`config.mk`:
```
export PLATFORM = sky130hd
export DESIGN_NAME = pdh_core
export DESIGN_NICKNAME = d
export VERILOG_FILES = /design/src/hw/pdh_pkg.sv /design/src/hw/coef_if.sv /design/src/hw/adc_front.sv /design/src/hw/config_regs.sv /design/src/hw/dac_driver.sv /design/src/hw/dma_sequencer.sv /design/src/hw/gpio_cmd_sync.sv /design/src/hw/pdh_core.sv /design/src/hw/readback_mux.sv /design/src/hw/rot_lane.sv
export SDC_FILE = /design/constraint.sdc
export NUM_CORES = 2
export LEC_CHECK = 0
export ABC_AREA = 1
export BUFFER_PORTS_ARGS = -buffer_cell sky130_fd_sc_hd__buf_2
export CORE_ASPECT_RATIO = 0.6
export CORE_MARGIN = 4
export CORE_UTILIZATION = 45
export DETAILED_ROUTE_END_ITERATION = 8
export GPL_ROUTABILITY_DRIVEN = 0
export HOLD_SLACK_MARGIN = 0.02
export PLACE_DENSITY = 0.75
export SLEW_MARGIN = 20
export SYNTH_ARGS = -nofsm -noshare
export SYNTH_HDL_FRONTEND = slang
export SYNTH_SLANG_ARGS = --single-unit
export TNS_END_PERCENT = 5
```
`constraint.sdc`:
```
create_clock -name clk -period 10.2 [get_ports clk]
set_input_delay 0.51 -clock clk [delete_from_list [all_inputs] [get_ports clk]]
set_output_delay 0.51 -clock clk [all_outputs]
set_load 0.01 [all_outputs]
```
`src/hw/pdh_pkg.sv`:
```
`default_nettype none

package pdh_pkg;

    ////////////////////////////////////////
    // Widths
    localparam int ADC_W      = 14;
    localparam int DAC_W      = 14;
    localparam int GPIO_W     = 32;
    localparam int COEF_W     = 16;
    localparam int DEC_CODE_W = 22;
    localparam int CMD_W      = 4;
    localparam int DATA_W     = 26;
    localparam int NUM_LANES  = 2;   // I and Q

    ////////////////////////////////////////
    // Reset and conversion constants
    localparam logic signed [COEF_W-1:0] ADC_OFFSET   = 16'sd8192;   // Offset-binary midpoint
    localparam logic signed [COEF_W-1:0] COEF_ONE     = 16'sh7FFF;
    localparam logic [DAC_W-1:0]         DAC_MID      = 14'h2000;
    localparam logic [DEC_CODE_W-1:0]    DEC_CODE_RST = 22'd1;

    ////////////////////////////////////////
    // Command set
    typedef enum logic [CMD_W-1:0] {
        CMD_IDLE              = 4'd0,
        CMD_SET_LED           = 4'd1,
        CMD_SET_DAC           = 4'd2,
        CMD_GET_ADC           = 4'd3,
        CMD_CHECK_SIGNED      = 4'd4,
        CMD_SET_ROT_COEFFS    = 4'd5,
        CMD_COMMIT_ROT_COEFFS = 4'd6,
        CMD_GET_FRAME         = 4'd7
    } cmd_t;

    // Matches GPIO bits 29..0
    typedef struct packed {
        cmd_t              cmd;
        logic [DATA_W-1:0] data;
    } cmd_word_t;

    typedef enum logic [1:0] {
        DMA_ARMED    = 2'b00,
        DMA_RUN_BRAM = 2'b01,
        DMA_RUN_AXI  = 2'b10,
        DMA_STALE    = 2'b11
    } dma_state_t;

endpackage

`default_nettype wire

```
`src/hw/coef_if.sv`:
```
`timescale 1ns/100ps
`default_nettype none

interface coef_if;
    import pdh_pkg::*;

    logic signed [COEF_W-1:0] cos_stage;
    logic signed [COEF_W-1:0] sin_stage;
    logic signed [COEF_W-1:0] cos_rot;   // Committed, used by the lanes
    logic signed [COEF_W-1:0] sin_rot;

    modport source (output cos_stage, sin_stage, cos_rot, sin_rot);
    modport sink (input cos_stage, sin_stage, cos_rot, sin_rot);

endinterface

`default_nettype wire

```
`src/hw/adc_front.sv`:
```
`timescale 1ns/100ps
`default_nettype none

module adc_front (
    input  wire                                  clk,
    input  wire                                  rst_i,
    input  wire        [pdh_pkg::ADC_W-1:0]      adc_a_i,
    input  wire        [pdh_pkg::ADC_W-1:0]      adc_b_i,
    coef_if.sink                                 coef,
    output logic signed [pdh_pkg::COEF_W-1:0]    a_s_o,
    output logic signed [pdh_pkg::COEF_W-1:0]    b_s_o,
    output logic signed [pdh_pkg::COEF_W-1:0]    lane_c0_o [pdh_pkg::NUM_LANES],
    output logic signed [pdh_pkg::COEF_W-1:0]    lane_c1_o [pdh_pkg::NUM_LANES],
    output logic signed [pdh_pkg::COEF_W-1:0]    lane_x0_o [pdh_pkg::NUM_LANES],
    output logic signed [pdh_pkg::COEF_W-1:0]    lane_x1_o [pdh_pkg::NUM_LANES]
);
    import pdh_pkg::*;

    localparam int PAD_W = COEF_W - ADC_W;

    // Offset binary to signed, sense inverted
    always_ff @(posedge clk or posedge rst_i) begin
        if (rst_i) begin
            a_s_o <= '0;
            b_s_o <= '0;
        end else begin
            a_s_o <= ADC_OFFSET - $signed({{PAD_W{1'b0}}, adc_a_i});
            b_s_o <= ADC_OFFSET - $signed({{PAD_W{1'b0}}, adc_b_i});
        end
    end

    ////////////////////////////////////////
    // Lane 0 gives I, lane 1 gives Q
    assign lane_c0_o[0] = coef.cos_rot;
    assign lane_c1_o[0] = coef.sin_rot;
    assign lane_x0_o[0] = a_s_o;
    assign lane_x1_o[0] = b_s_o;

    assign lane_c0_o[1] = coef.cos_rot;
    assign lane_c1_o[1] = coef.sin_rot;
    assign lane_x0_o[1] = b_s_o;
    assign lane_x1_o[1] = -a_s_o;   // Turns the subtract into sin*a

endmodule

`default_nettype wire

```
`src/hw/config_regs.sv`:
```
`timescale 1ns/100ps
`default_nettype none

module config_regs (
    input  wire                                clk,
    input  wire                                rst_i,
    input  wire pdh_pkg::cmd_word_t            cmd_word_i,
    coef_if.source                             coef,
    output logic [7:0]                         led_o,
    output logic [pdh_pkg::DAC_W-1:0]          dac1_o,
    output logic [pdh_pkg::DAC_W-1:0]          dac2_o,
    output logic [pdh_pkg::DEC_CODE_W-1:0]     dec_code_o
);
    import pdh_pkg::*;

    localparam int DAC_SEL_BIT = 14;
    localparam int SIN_SEL_BIT = 16;

    cmd_t              cmd;
    logic [DATA_W-1:0] data;

    assign cmd  = cmd_word_i.cmd;
    assign data = cmd_word_i.data;

    // Latched command rewrites the same value every cycle
    always_ff @(posedge clk or posedge rst_i) begin
        if (rst_i) begin
            led_o          <= '0;
            dac1_o         <= DAC_MID;
            dac2_o         <= DAC_MID;
            coef.cos_stage <= COEF_ONE;
            coef.sin_stage <= '0;
            coef.cos_rot   <= COEF_ONE;
            coef.sin_rot   <= '0;
            dec_code_o     <= DEC_CODE_RST;
        end else begin
            case (cmd)
                CMD_SET_LED: begin
                    led_o <= data[7:0];
                end
                CMD_SET_DAC: begin
                    if (data[DAC_SEL_BIT]) begin
                        dac2_o <= data[DAC_W-1:0];
                    end else begin
                        dac1_o <= data[DAC_W-1:0];
                    end
                end
                CMD_SET_ROT_COEFFS: begin
                    if (data[SIN_SEL_BIT]) begin
                        coef.sin_stage <= data[COEF_W-1:0];
                    end else begin
                        coef.cos_stage <= data[COEF_W-1:0];
                    end
                end
                CMD_COMMIT_ROT_COEFFS: begin   // Both angles switch together
                    coef.cos_rot <= coef.cos_stage;
                    coef.sin_rot <= coef.sin_stage;
                end
                CMD_GET_FRAME: begin
                    dec_code_o <= data[DEC_CODE_W-1:0];
                end
                default: begin
                end
            endcase
        end
    end

    a_rot_on_commit: assert property (@(posedge clk) disable iff (rst_i)
        (!$stable(coef.cos_rot) || !$stable(coef.sin_rot))
            |-> $past(cmd) == CMD_COMMIT_ROT_COEFFS);

endmodule

`default_nettype wire

```
`src/hw/dac_driver.sv`:
```
`timescale 1ns/100ps
`default_nettype none

module dac_driver (
    input  wire                          clk,
    input  wire                          rst_i,
    input  wire  [pdh_pkg::DAC_W-1:0]    dac1_i,
    input  wire  [pdh_pkg::DAC_W-1:0]    dac2_i,
    output logic [pdh_pkg::DAC_W-1:0]    dac_dat_o,
    output logic                         dac_sel_o,
    output logic                         dac_wrt_o,
    output logic                         dac_rst_o
);
    import pdh_pkg::*;

    logic [DAC_W-1:0] dac1_r;
    logic [DAC_W-1:0] dac2_r;

    // Falling edge keeps data away from the write strobe
    always_ff @(negedge clk or posedge rst_i) begin
        if (rst_i) begin
            dac1_r    <= DAC_MID;
            dac2_r    <= DAC_MID;
            dac_sel_o <= 1'b0;
        end else begin
            dac1_r    <= dac1_i;
            dac2_r    <= dac2_i;
            dac_sel_o <= ~dac_sel_o;
        end
    end

    always_ff @(posedge clk or posedge rst_i) begin
        if (rst_i) begin
            dac_rst_o <= 1'b1;
        end else begin
            dac_rst_o <= 1'b0;
        end
    end

    assign dac_wrt_o = clk;
    assign dac_dat_o = dac_sel_o ? dac2_r : dac1_r;

endmodule

`default_nettype wire

```
`src/hw/dma_sequencer.sv`:
```
`timescale 1ns/100ps
`default_nettype none

module dma_sequencer #(
    parameter int SYNC_STAGES = 3
) (
    input  wire                        clk,
    input  wire                        rst_i,
    input  wire pdh_pkg::cmd_word_t    cmd_word_i,
    input  wire                        dma_ready_i,
    input  wire                        bram_ready_i,
    output logic                       dma_ready_sync_o,
    output logic                       dma_enable_o,
    output logic                       bram_enable_o
);
    import pdh_pkg::*;

    logic [SYNC_STAGES-1:0] dma_sync_r;
    logic                   dma_ready_d_r;
    logic                   bram_ready_r;
    logic                   bram_ready_d_r;
    logic                   bram_acq_r;   // BRAM edge seen in RUN_BRAM
    logic                   dma_edge;
    logic                   bram_edge;
    logic                   get_frame;
    dma_state_t             state_r;
    dma_state_t             state_nxt;

    assign dma_ready_sync_o = dma_sync_r[SYNC_STAGES-1];
    assign dma_edge  = dma_ready_sync_o & ~dma_ready_d_r;
    assign bram_edge = bram_ready_r & ~bram_ready_d_r;
    assign get_frame = (cmd_word_i.cmd == CMD_GET_FRAME);

    always_comb begin
        state_nxt = state_r;
        case (state_r)
            DMA_ARMED:    if (bram_ready_r && get_frame) state_nxt = DMA_RUN_BRAM;
            DMA_RUN_BRAM: if (bram_acq_r && dma_ready_sync_o) state_nxt = DMA_RUN_AXI;
            DMA_RUN_AXI:  if (dma_edge) state_nxt = DMA_STALE;
            DMA_STALE:    if (!get_frame) state_nxt = DMA_ARMED;   // Wait for command change
            default:      state_nxt = DMA_ARMED;
        endcase
    end

    always_ff @(posedge clk or posedge rst_i) begin
        if (rst_i) begin
            dma_sync_r     <= '0;
            dma_ready_d_r  <= 1'b0;
            bram_ready_r   <= 1'b0;
            bram_ready_d_r <= 1'b0;
            bram_acq_r     <= 1'b0;
            state_r        <= DMA_ARMED;
            dma_enable_o   <= 1'b0;
            bram_enable_o  <= 1'b0;
        end else begin
            dma_sync_r     <= (dma_sync_r << 1) | SYNC_STAGES'(dma_ready_i);
            dma_ready_d_r  <= dma_ready_sync_o;
            bram_ready_r   <= bram_ready_i;
            bram_ready_d_r <= bram_ready_r;
            bram_acq_r     <= (state_r == DMA_RUN_BRAM) && (bram_acq_r || bram_edge);
            state_r        <= state_nxt;
            dma_enable_o   <= (state_r == DMA_RUN_AXI);
            bram_enable_o  <= (state_r == DMA_RUN_BRAM);
        end
    end

    a_enables_exclusive: assert property (@(posedge clk) disable iff (rst_i)
        !(dma_enable_o && bram_enable_o));

endmodule

`default_nettype wire

```
`src/hw/gpio_cmd_sync.sv`:
```
`timescale 1ns/100ps
`default_nettype none

module gpio_cmd_sync #(
    parameter int SYNC_STAGES = 3
) (
    input  wire                          clk,
    input  wire                          rst_i,
    input  wire  [pdh_pkg::GPIO_W-1:0]   gpio_i,
    output pdh_pkg::cmd_word_t           cmd_word_o
);
    import pdh_pkg::*;

    localparam int STROBE_BIT = 30;

    logic [SYNC_STAGES-1:0][GPIO_W-1:0] sync_r;
    logic                               strobe_d_r;
    logic                               strobe_edge;
    logic [GPIO_W-1:0]                  gpio_sync;

    assign gpio_sync   = sync_r[SYNC_STAGES-1];
    assign strobe_edge = gpio_sync[STROBE_BIT] & ~strobe_d_r;

    always_ff @(posedge clk or posedge rst_i) begin
        if (rst_i) begin
            sync_r     <= '0;
            strobe_d_r <= 1'b0;
            cmd_word_o <= '0;
        end else begin
            sync_r[0] <= gpio_i;
            for (int i = 1; i < SYNC_STAGES; i++) begin
                sync_r[i] <= sync_r[i-1];
            end
            strobe_d_r <= gpio_sync[STROBE_BIT];
            if (strobe_edge) begin
                cmd_word_o <= cmd_word_t'(gpio_sync[$bits(cmd_word_t)-1:0]);   // Held until next edge
            end
        end
    end

    // Command register only moves on a strobe edge
    a_cmd_on_edge: assert property (@(posedge clk) disable iff (rst_i)
        !$stable(cmd_word_o) |-> $past(strobe_edge));

endmodule

`default_nettype wire

```
`src/hw/pdh_core.sv`:
```
`timescale 1ns/100ps
`default_nettype none

module pdh_core #(
    parameter int ADC_DATA_WIDTH = pdh_pkg::ADC_W,
    parameter int DAC_DATA_WIDTH = pdh_pkg::DAC_W,
    parameter int SYNC_STAGES    = 3
) (
    input  wire                                 clk,
    input  wire                                 rst_i,
    input  wire  [ADC_DATA_WIDTH-1:0]           adc_dat_a_i,
    input  wire  [ADC_DATA_WIDTH-1:0]           adc_dat_b_i,
    output logic                                adc_csn_o,
    output logic [DAC_DATA_WIDTH-1:0]           dac_dat_o,
    output logic                                dac_wrt_o,
    output logic                                dac_rst_o,
    output logic                                dac_sel_o,
    input  wire  [pdh_pkg::GPIO_W-1:0]          axi_from_ps_i,
    output logic [pdh_pkg::GPIO_W-1:0]          axi_to_ps_o,
    output logic [7:0]                          led_o,
    output logic                                dma_enable_o,
    output logic                                bram_enable_o,
    input  wire                                 dma_ready_i,
    input  wire                                 bram_ready_i,
    output logic [pdh_pkg::DEC_CODE_W-1:0]      dma_decimation_code_o,
    output logic [4*pdh_pkg::COEF_W-1:0]        dma_data_o
);
    import pdh_pkg::*;

    cmd_word_t                cmd_word;
    logic [DAC_W-1:0]         dac1;
    logic [DAC_W-1:0]         dac2;
    logic signed [COEF_W-1:0] a_s;
    logic signed [COEF_W-1:0] b_s;
    logic signed [COEF_W-1:0] lane_c0 [NUM_LANES];
    logic signed [COEF_W-1:0] lane_c1 [NUM_LANES];
    logic signed [COEF_W-1:0] lane_x0 [NUM_LANES];
    logic signed [COEF_W-1:0] lane_x1 [NUM_LANES];
    logic signed [COEF_W-1:0] feed [NUM_LANES];   // I, Q
    logic                     dma_ready_sync;

    coef_if coef ();

    assign adc_csn_o = 1'b1;

    ////////////////////////////////////////
    // Command path
    gpio_cmd_sync #(.SYNC_STAGES(SYNC_STAGES)) gpio_cmd_sync_inst (
        .clk(clk), .rst_i(rst_i), .gpio_i(axi_from_ps_i), .cmd_word_o(cmd_word)
    );

    config_regs config_regs_inst (
        .clk(clk), .rst_i(rst_i), .cmd_word_i(cmd_word), .coef(coef.source),
        .led_o(led_o), .dac1_o(dac1), .dac2_o(dac2), .dec_code_o(dma_decimation_code_o)
    );

    ////////////////////////////////////////
    // Demodulation
    adc_front adc_front_inst (
        .clk(clk), .rst_i(rst_i), .adc_a_i(adc_dat_a_i), .adc_b_i(adc_dat_b_i),
        .coef(coef.sink), .a_s_o(a_s), .b_s_o(b_s),
        .lane_c0_o(lane_c0), .lane_c1_o(lane_c1), .lane_x0_o(lane_x0), .lane_x1_o(lane_x1)
    );

    for (genvar g = 0; g < NUM_LANES; g++) begin : g_lane
        rot_lane rot_lane_inst (
            .clk(clk), .rst_i(rst_i),
            .c0_i(lane_c0[g]), .c1_i(lane_c1[g]), .x0_i(lane_x0[g]), .x1_i(lane_x1[g]),
            .y_o(feed[g])
        );
    end

    ////////////////////////////////////////
    // Capture, readback and DAC
    dma_sequencer #(.SYNC_STAGES(SYNC_STAGES)) dma_sequencer_inst (
        .clk(clk), .rst_i(rst_i), .cmd_word_i(cmd_word),
        .dma_ready_i(dma_ready_i), .bram_ready_i(bram_ready_i),
        .dma_ready_sync_o(dma_ready_sync),
        .dma_enable_o(dma_enable_o), .bram_enable_o(bram_enable_o)
    );

    readback_mux readback_mux_inst (
        .clk(clk), .rst_i(rst_i), .cmd_word_i(cmd_word), .coef(coef.sink),
        .led_i(led_o), .dac1_i(dac1), .dac2_i(dac2),
        .adc_a_i(adc_dat_a_i), .adc_b_i(adc_dat_b_i), .a_s_i(a_s), .b_s_i(b_s),
        .feed_i(feed), .dma_ready_sync_i(dma_ready_sync), .dec_code_i(dma_decimation_code_o),
        .callback_o(axi_to_ps_o), .dma_data_o(dma_data_o)
    );

    dac_driver dac_driver_inst (
        .clk(clk), .rst_i(rst_i), .dac1_i(dac1), .dac2_i(dac2),
        .dac_dat_o(dac_dat_o), .dac_sel_o(dac_sel_o),
        .dac_wrt_o(dac_wrt_o), .dac_rst_o(dac_rst_o)
    );

endmodule

`default_nettype wire

```
`src/hw/readback_mux.sv`:
```
`timescale 1ns/100ps
`default_nettype none

module readback_mux (
    input  wire                                   clk,
    input  wire                                   rst_i,
    input  wire pdh_pkg::cmd_word_t               cmd_word_i,
    coef_if.sink                                  coef,
    input  wire        [7:0]                      led_i,
    input  wire        [pdh_pkg::DAC_W-1:0]       dac1_i,
    input  wire        [pdh_pkg::DAC_W-1:0]       dac2_i,
    input  wire        [pdh_pkg::ADC_W-1:0]       adc_a_i,
    input  wire        [pdh_pkg::ADC_W-1:0]       adc_b_i,
    input  wire signed [pdh_pkg::COEF_W-1:0]      a_s_i,
    input  wire signed [pdh_pkg::COEF_W-1:0]      b_s_i,
    input  wire signed [pdh_pkg::COEF_W-1:0]      feed_i [pdh_pkg::NUM_LANES],
    input  wire                                   dma_ready_sync_i,
    input  wire        [pdh_pkg::DEC_CODE_W-1:0]  dec_code_i,
    output logic       [pdh_pkg::GPIO_W-1:0]      callback_o,
    output logic       [4*pdh_pkg::COEF_W-1:0]    dma_data_o
);
    import pdh_pkg::*;

    cmd_t                     cmd;
    logic [4:0]               sel;
    logic signed [COEF_W-1:0] i_val;
    logic signed [COEF_W-1:0] q_val;
    logic [COEF_W-1:0]        signed_val;
    logic [GPIO_W-1:0]        callback_nxt;

    assign cmd   = cmd_word_i.cmd;
    assign sel   = cmd_word_i.data[4:0];
    assign i_val = feed_i[0];
    assign q_val = feed_i[1];

    // CHECK_SIGNED selector
    always_comb begin
        case (sel)
            5'd0:    signed_val = a_s_i;
            5'd1:    signed_val = b_s_i;
            5'd2:    signed_val = coef.cos_stage;
            5'd3:    signed_val = coef.sin_stage;
            5'd4:    signed_val = coef.cos_rot;
            5'd5:    signed_val = coef.sin_rot;
            5'd6:    signed_val = i_val;
            5'd7:    signed_val = q_val;
            5'd8:    signed_val = {{(COEF_W-1){1'b0}}, dma_ready_sync_i};
            default: signed_val = '0;
        endcase
    end

    always_comb begin
        case (cmd)
            CMD_SET_LED:           callback_nxt = {cmd, 20'd0, led_i};
            CMD_SET_DAC:           callback_nxt = {cmd, dac1_i, dac2_i};
            CMD_GET_ADC:           callback_nxt = {cmd, adc_b_i, adc_a_i};
            CMD_CHECK_SIGNED:      callback_nxt = {cmd, 7'd0, sel, signed_val};
            CMD_SET_ROT_COEFFS:    callback_nxt = {cmd, coef.sin_stage[15:2], coef.cos_stage[15:2]};
            CMD_COMMIT_ROT_COEFFS: callback_nxt = {cmd, q_val[15:2], i_val[15:2]};
            CMD_GET_FRAME:         callback_nxt = {cmd, 5'd0, dec_code_i, dma_ready_sync_i};
            default:               callback_nxt = '0;   // IDLE and unknown codes
        endcase
    end

    always_ff @(posedge clk or posedge rst_i) begin
        if (rst_i) begin
            callback_o <= '0;
        end else begin
            callback_o <= callback_nxt;
        end
    end

    assign dma_data_o = {i_val, q_val, coef.cos_stage, coef.sin_stage};   // Fixed frame layout

endmodule

`default_nettype wire

```
`src/hw/rot_lane.sv`:
```
`timescale 1ns/100ps
`default_nettype none

module rot_lane (
    input  wire                                  clk,
    input  wire                                  rst_i,
    input  wire signed [pdh_pkg::COEF_W-1:0]     c0_i,
    input  wire signed [pdh_pkg::COEF_W-1:0]     c1_i,
    input  wire signed [pdh_pkg::COEF_W-1:0]     x0_i,
    input  wire signed [pdh_pkg::COEF_W-1:0]     x1_i,
    output logic signed [pdh_pkg::COEF_W-1:0]    y_o
);
    import pdh_pkg::*;

    localparam int PROD_W = 2 * COEF_W;

    logic signed [PROD_W:0]   diff;
    logic signed [PROD_W-1:0] sat;
    logic signed [PROD_W-1:0] scaled;

    assign diff = c0_i * x0_i - c1_i * x1_i;   // 33 bits, no wrap

    always_comb begin
        if (diff[PROD_W] != diff[PROD_W-1]) begin
            sat = diff[PROD_W] ? {1'b1, {(PROD_W-1){1'b0}}} : {1'b0, {(PROD_W-1){1'b1}}};
        end else begin
            sat = diff[PROD_W-1:0];
        end
    end

    // Q15 coefficients
    assign scaled = sat >>> (COEF_W - 1);

    always_ff @(posedge clk or posedge rst_i) begin
        if (rst_i) begin
            y_o <= '0;
        end else begin
            y_o <= scaled[COEF_W-1:0];
        end
    end

endmodule

`default_nettype wire

```
==> impl_results.md <==
* Arrival time of the worst setup path at 9.82 ns
* Final Setup Violations at 0
* Layout cell share with drive strength beyond 1 at 0.0725
* Setup TNS at 0 ns
* Number of global-route vias before repair at roughly 43,000
* # IOs at 210
* CTS tree: built
* Placed Area at 54,600 sq um
* DR pass1 iterations at 9
* Crit share post-route at 0.908
* Slew margin rel. at 0.179
* Post-synth EDFFs at 0
* DRC violations left at between 150 and 200
* DRT Wirelength at roughly 170,000 microns
* Cell taking the most area after synthesis: fa_1
* Largest net degree at the start of global routing at approximately 150
* Most used DFF post-synth: dfrtp_1
* Dpl ws at approximately 1.4 ns
* Mean post-synth cell area at approximately 8.9 sq um
* Startpoint types: register
* Critical Path End Type: register
* Top cell type's share of synthesized area at 0.427
* Max Transition Viols Final at 0
* Final nets at 7,407
* Netlist cell types at between 50 and 60
* Post-CTS setup repair buffer count at 0
* MaxCap Viol Count at 0
* Crit-path slowest cell: fa_1
* Yosys warning total at 0
* Drt via density at ~5.4
* Final worst slack at 0.934 ns
* Slowest stage delay, CP at roughly 0.85 ns
* Initial antenna violation count at 8
* Core Area at around 110,000 sq um
* Share of synthesized registers carrying an async set or reset at 1.00
* Die W at 447 microns
* Fin crit period at ~9.3 ns
* Hold Path Class: input pin to register
* Initial Util at 0.454
* RSZ-0062 raised after global routing: no
* Crit path max fanout at 16
* Post-Syn Area at around 52,000 sq um
* Avg WL per Cell at roughly 22 microns
* Die area at 121,000 sq um
* Reg clk slew, reported paths at 0.08 ns
* Buffers & Inverters on Critical Path at 5
* Fmax at 108 MHz
* Synth area leaders: fa_1 (43%), dfrtp_1 (15%), inv_1 (12%), nand2_1 (9.2%), ha_1 (6.8%)
* Seq cells post-synth at around 370
* Grt total ovfl at 0
* Via count at between 40,000 and 50,000
* Hold Violations, Final at 0
* First-pass GRT wire length at approximately 260,000 microns
* Crit path max-delay family: adder cells
* I/O Buffers at a little over 200
* P&R area growth vs syn at 7.41%
* Clock Latency Late Sink at about 0.76 ns
* Worst Path Required at approximately 11 ns
* Cells after Synth at between 5,000 and 6,000
* Die Y-Extent at around 270 microns
* Tot GR Track Use at 0.282
* Routed Antenna Nets at 0
* Clock Skews at slightly below 0.06 ns
* Status: finished, violations left
* Site Rows at 96
* DPL Wire Length at roughly 130,000 microns
* Critical path class: register to register
* Initial DRC Count at 5,155
* Final instance area at 55,800 sq um
* Failing checks: DRC
* Worst Tran Pin Value at 1.23 ns
* Sequential fraction of the synthesis area at 0.177
[metrics by stage]
step | instances | hold slack, ns | utilization
final | 7496 | 0.0525 | 0.488
after CTS | 7492 | 0.0271 | 0.487
after global placement | 7410 | 0.332 | 0.477
after detailed placement | 7410 | 0.335 | 0.477
after global routing | 7492 | 0.0472 | 0.487
after floorplan | 5848 | 0.331 | -
[final timing paths]
path / from / slack (ns) / endpoint / depth (start not counted)
min in group asynchronous: rst_i / 0.47 / config_regs_inst.dac1_o[0] / 3
worst min-delay path: adc_dat_a_i[13] / 0.05 / adc_front_inst.a_s_o[13] / 2
worst max register to register: adc_front_inst.a_s_o[0] / 0.93 / g_lane[1].rot_lane_inst.y_o[4] / 31
worst min register to register: gpio_cmd_sync_inst.sync_r[13] / 0.34 / gpio_cmd_sync_inst.sync_r[45] / 0
worst max-delay path: adc_front_inst.a_s_o[0] / 0.93 / g_lane[1].rot_lane_inst.y_o[4] / 31
max in group asynchronous: rst_i / 3.57 / dac_driver_inst.dac2_r[9] / 4
[what timing repair did]
action | 4_1_cts | 5_1_grt
gates resized for setup | 0 | 0
hold endpoints to repair | 48 | 0
hold buffers | 32 | 0
[cells in the mapped netlist, drive strengths merged, types with 15 or more instances]
master   count
o21ai      173
ha         281
nor3        25
xnor2       20
nor2       301
a21oi       90
dfrtp      302
fa        1108
buf         45
nand2     1292
nand3       92
inv       1603
xor2        61
clkbuf     204
o22ai       33
dfstp       36
a221oi      21
dfrtn       27
o2111ai     15
[layer usage]
metal,up-vias,track usage,wire length (microns)
met5,-,0.0151,409
met4,18,0.0635,5840
met1,20200,0.399,65100
li1,17000,-,-
met2,3133,0.361,61400
met3,455,0.171,33000
[sequential cells by signal, indices dropped and copies added, names as in the netlist, 15 cells and up]
name,cells
readback_mux_inst.callback_o,32
adc_front_inst.b_s_o,15
config_regs_inst.dec_code_o,22
config_regs_inst.coef.sin_rot,16
config_regs_inst.coef.cos_stage,16
gpio_cmd_sync_inst.sync_r,54
config_regs_inst.coef.cos_rot,16
gpio_cmd_sync_inst.gpio_sync,27
config_regs_inst.coef.sin_stage,16
gpio_cmd_sync_inst.cmd_word_o,26
g_lane.rot_lane_inst.y_o,32
adc_front_inst.a_s_o,15
[logic make-up (layout without fill, tap and decap cells)]
logic type	after synthesis	count (layout)	share of synthesized area
AO/OA/AOI/OAI	397	397	0.0451
XOR/XNOR	81	81	0.0137
AND/OR/NAND/NOR	1742	1742	0.132
multiplexers	11	11	0.00238
buffers and inverters	1860	1985	0.135
flip-flops	365	365	0.177
other	2	7	0.000145
adder cells (fa/ha/maj)	1389	1389	0.495
[layout make-up]
class,count,area [sq um]
Sequential cell,365,9190
Clock buffer,39,763
Fill cell,10400,58700
Timing Repair Buffer,323,2010
Inverter,1610,6050
Antenna cell,4,10.0
Tap cell,1519,1900
Clock inverter,13,131
Multi-Input combinational cell,3623,35800
[placed cells by master (no fill, tap or decap), types with 33 or more instances in the layout]
master / synthesis / routed
dfrtp_1: 302 / 294
fa_1: 1108 / 1108
ha_1: 281 / 281
o21ai_0: 171 / 171
a21oi_1: 89 / 89
nand2_1: 1277 / 1275
o22ai_1: 33 / 33
buf_4: 3 / 88
nor2_1: 297 / 296
nand3_1: 88 / 88
buf_2: 9 / 203
xor2_1: 61 / 61
inv_1: 1596 / 1596
dfstp_2: 36 / 36
Power is left out: the tool's default activity adds up to more than one toggle a clock period on the data nets, which glitch-free logic cannot reach.
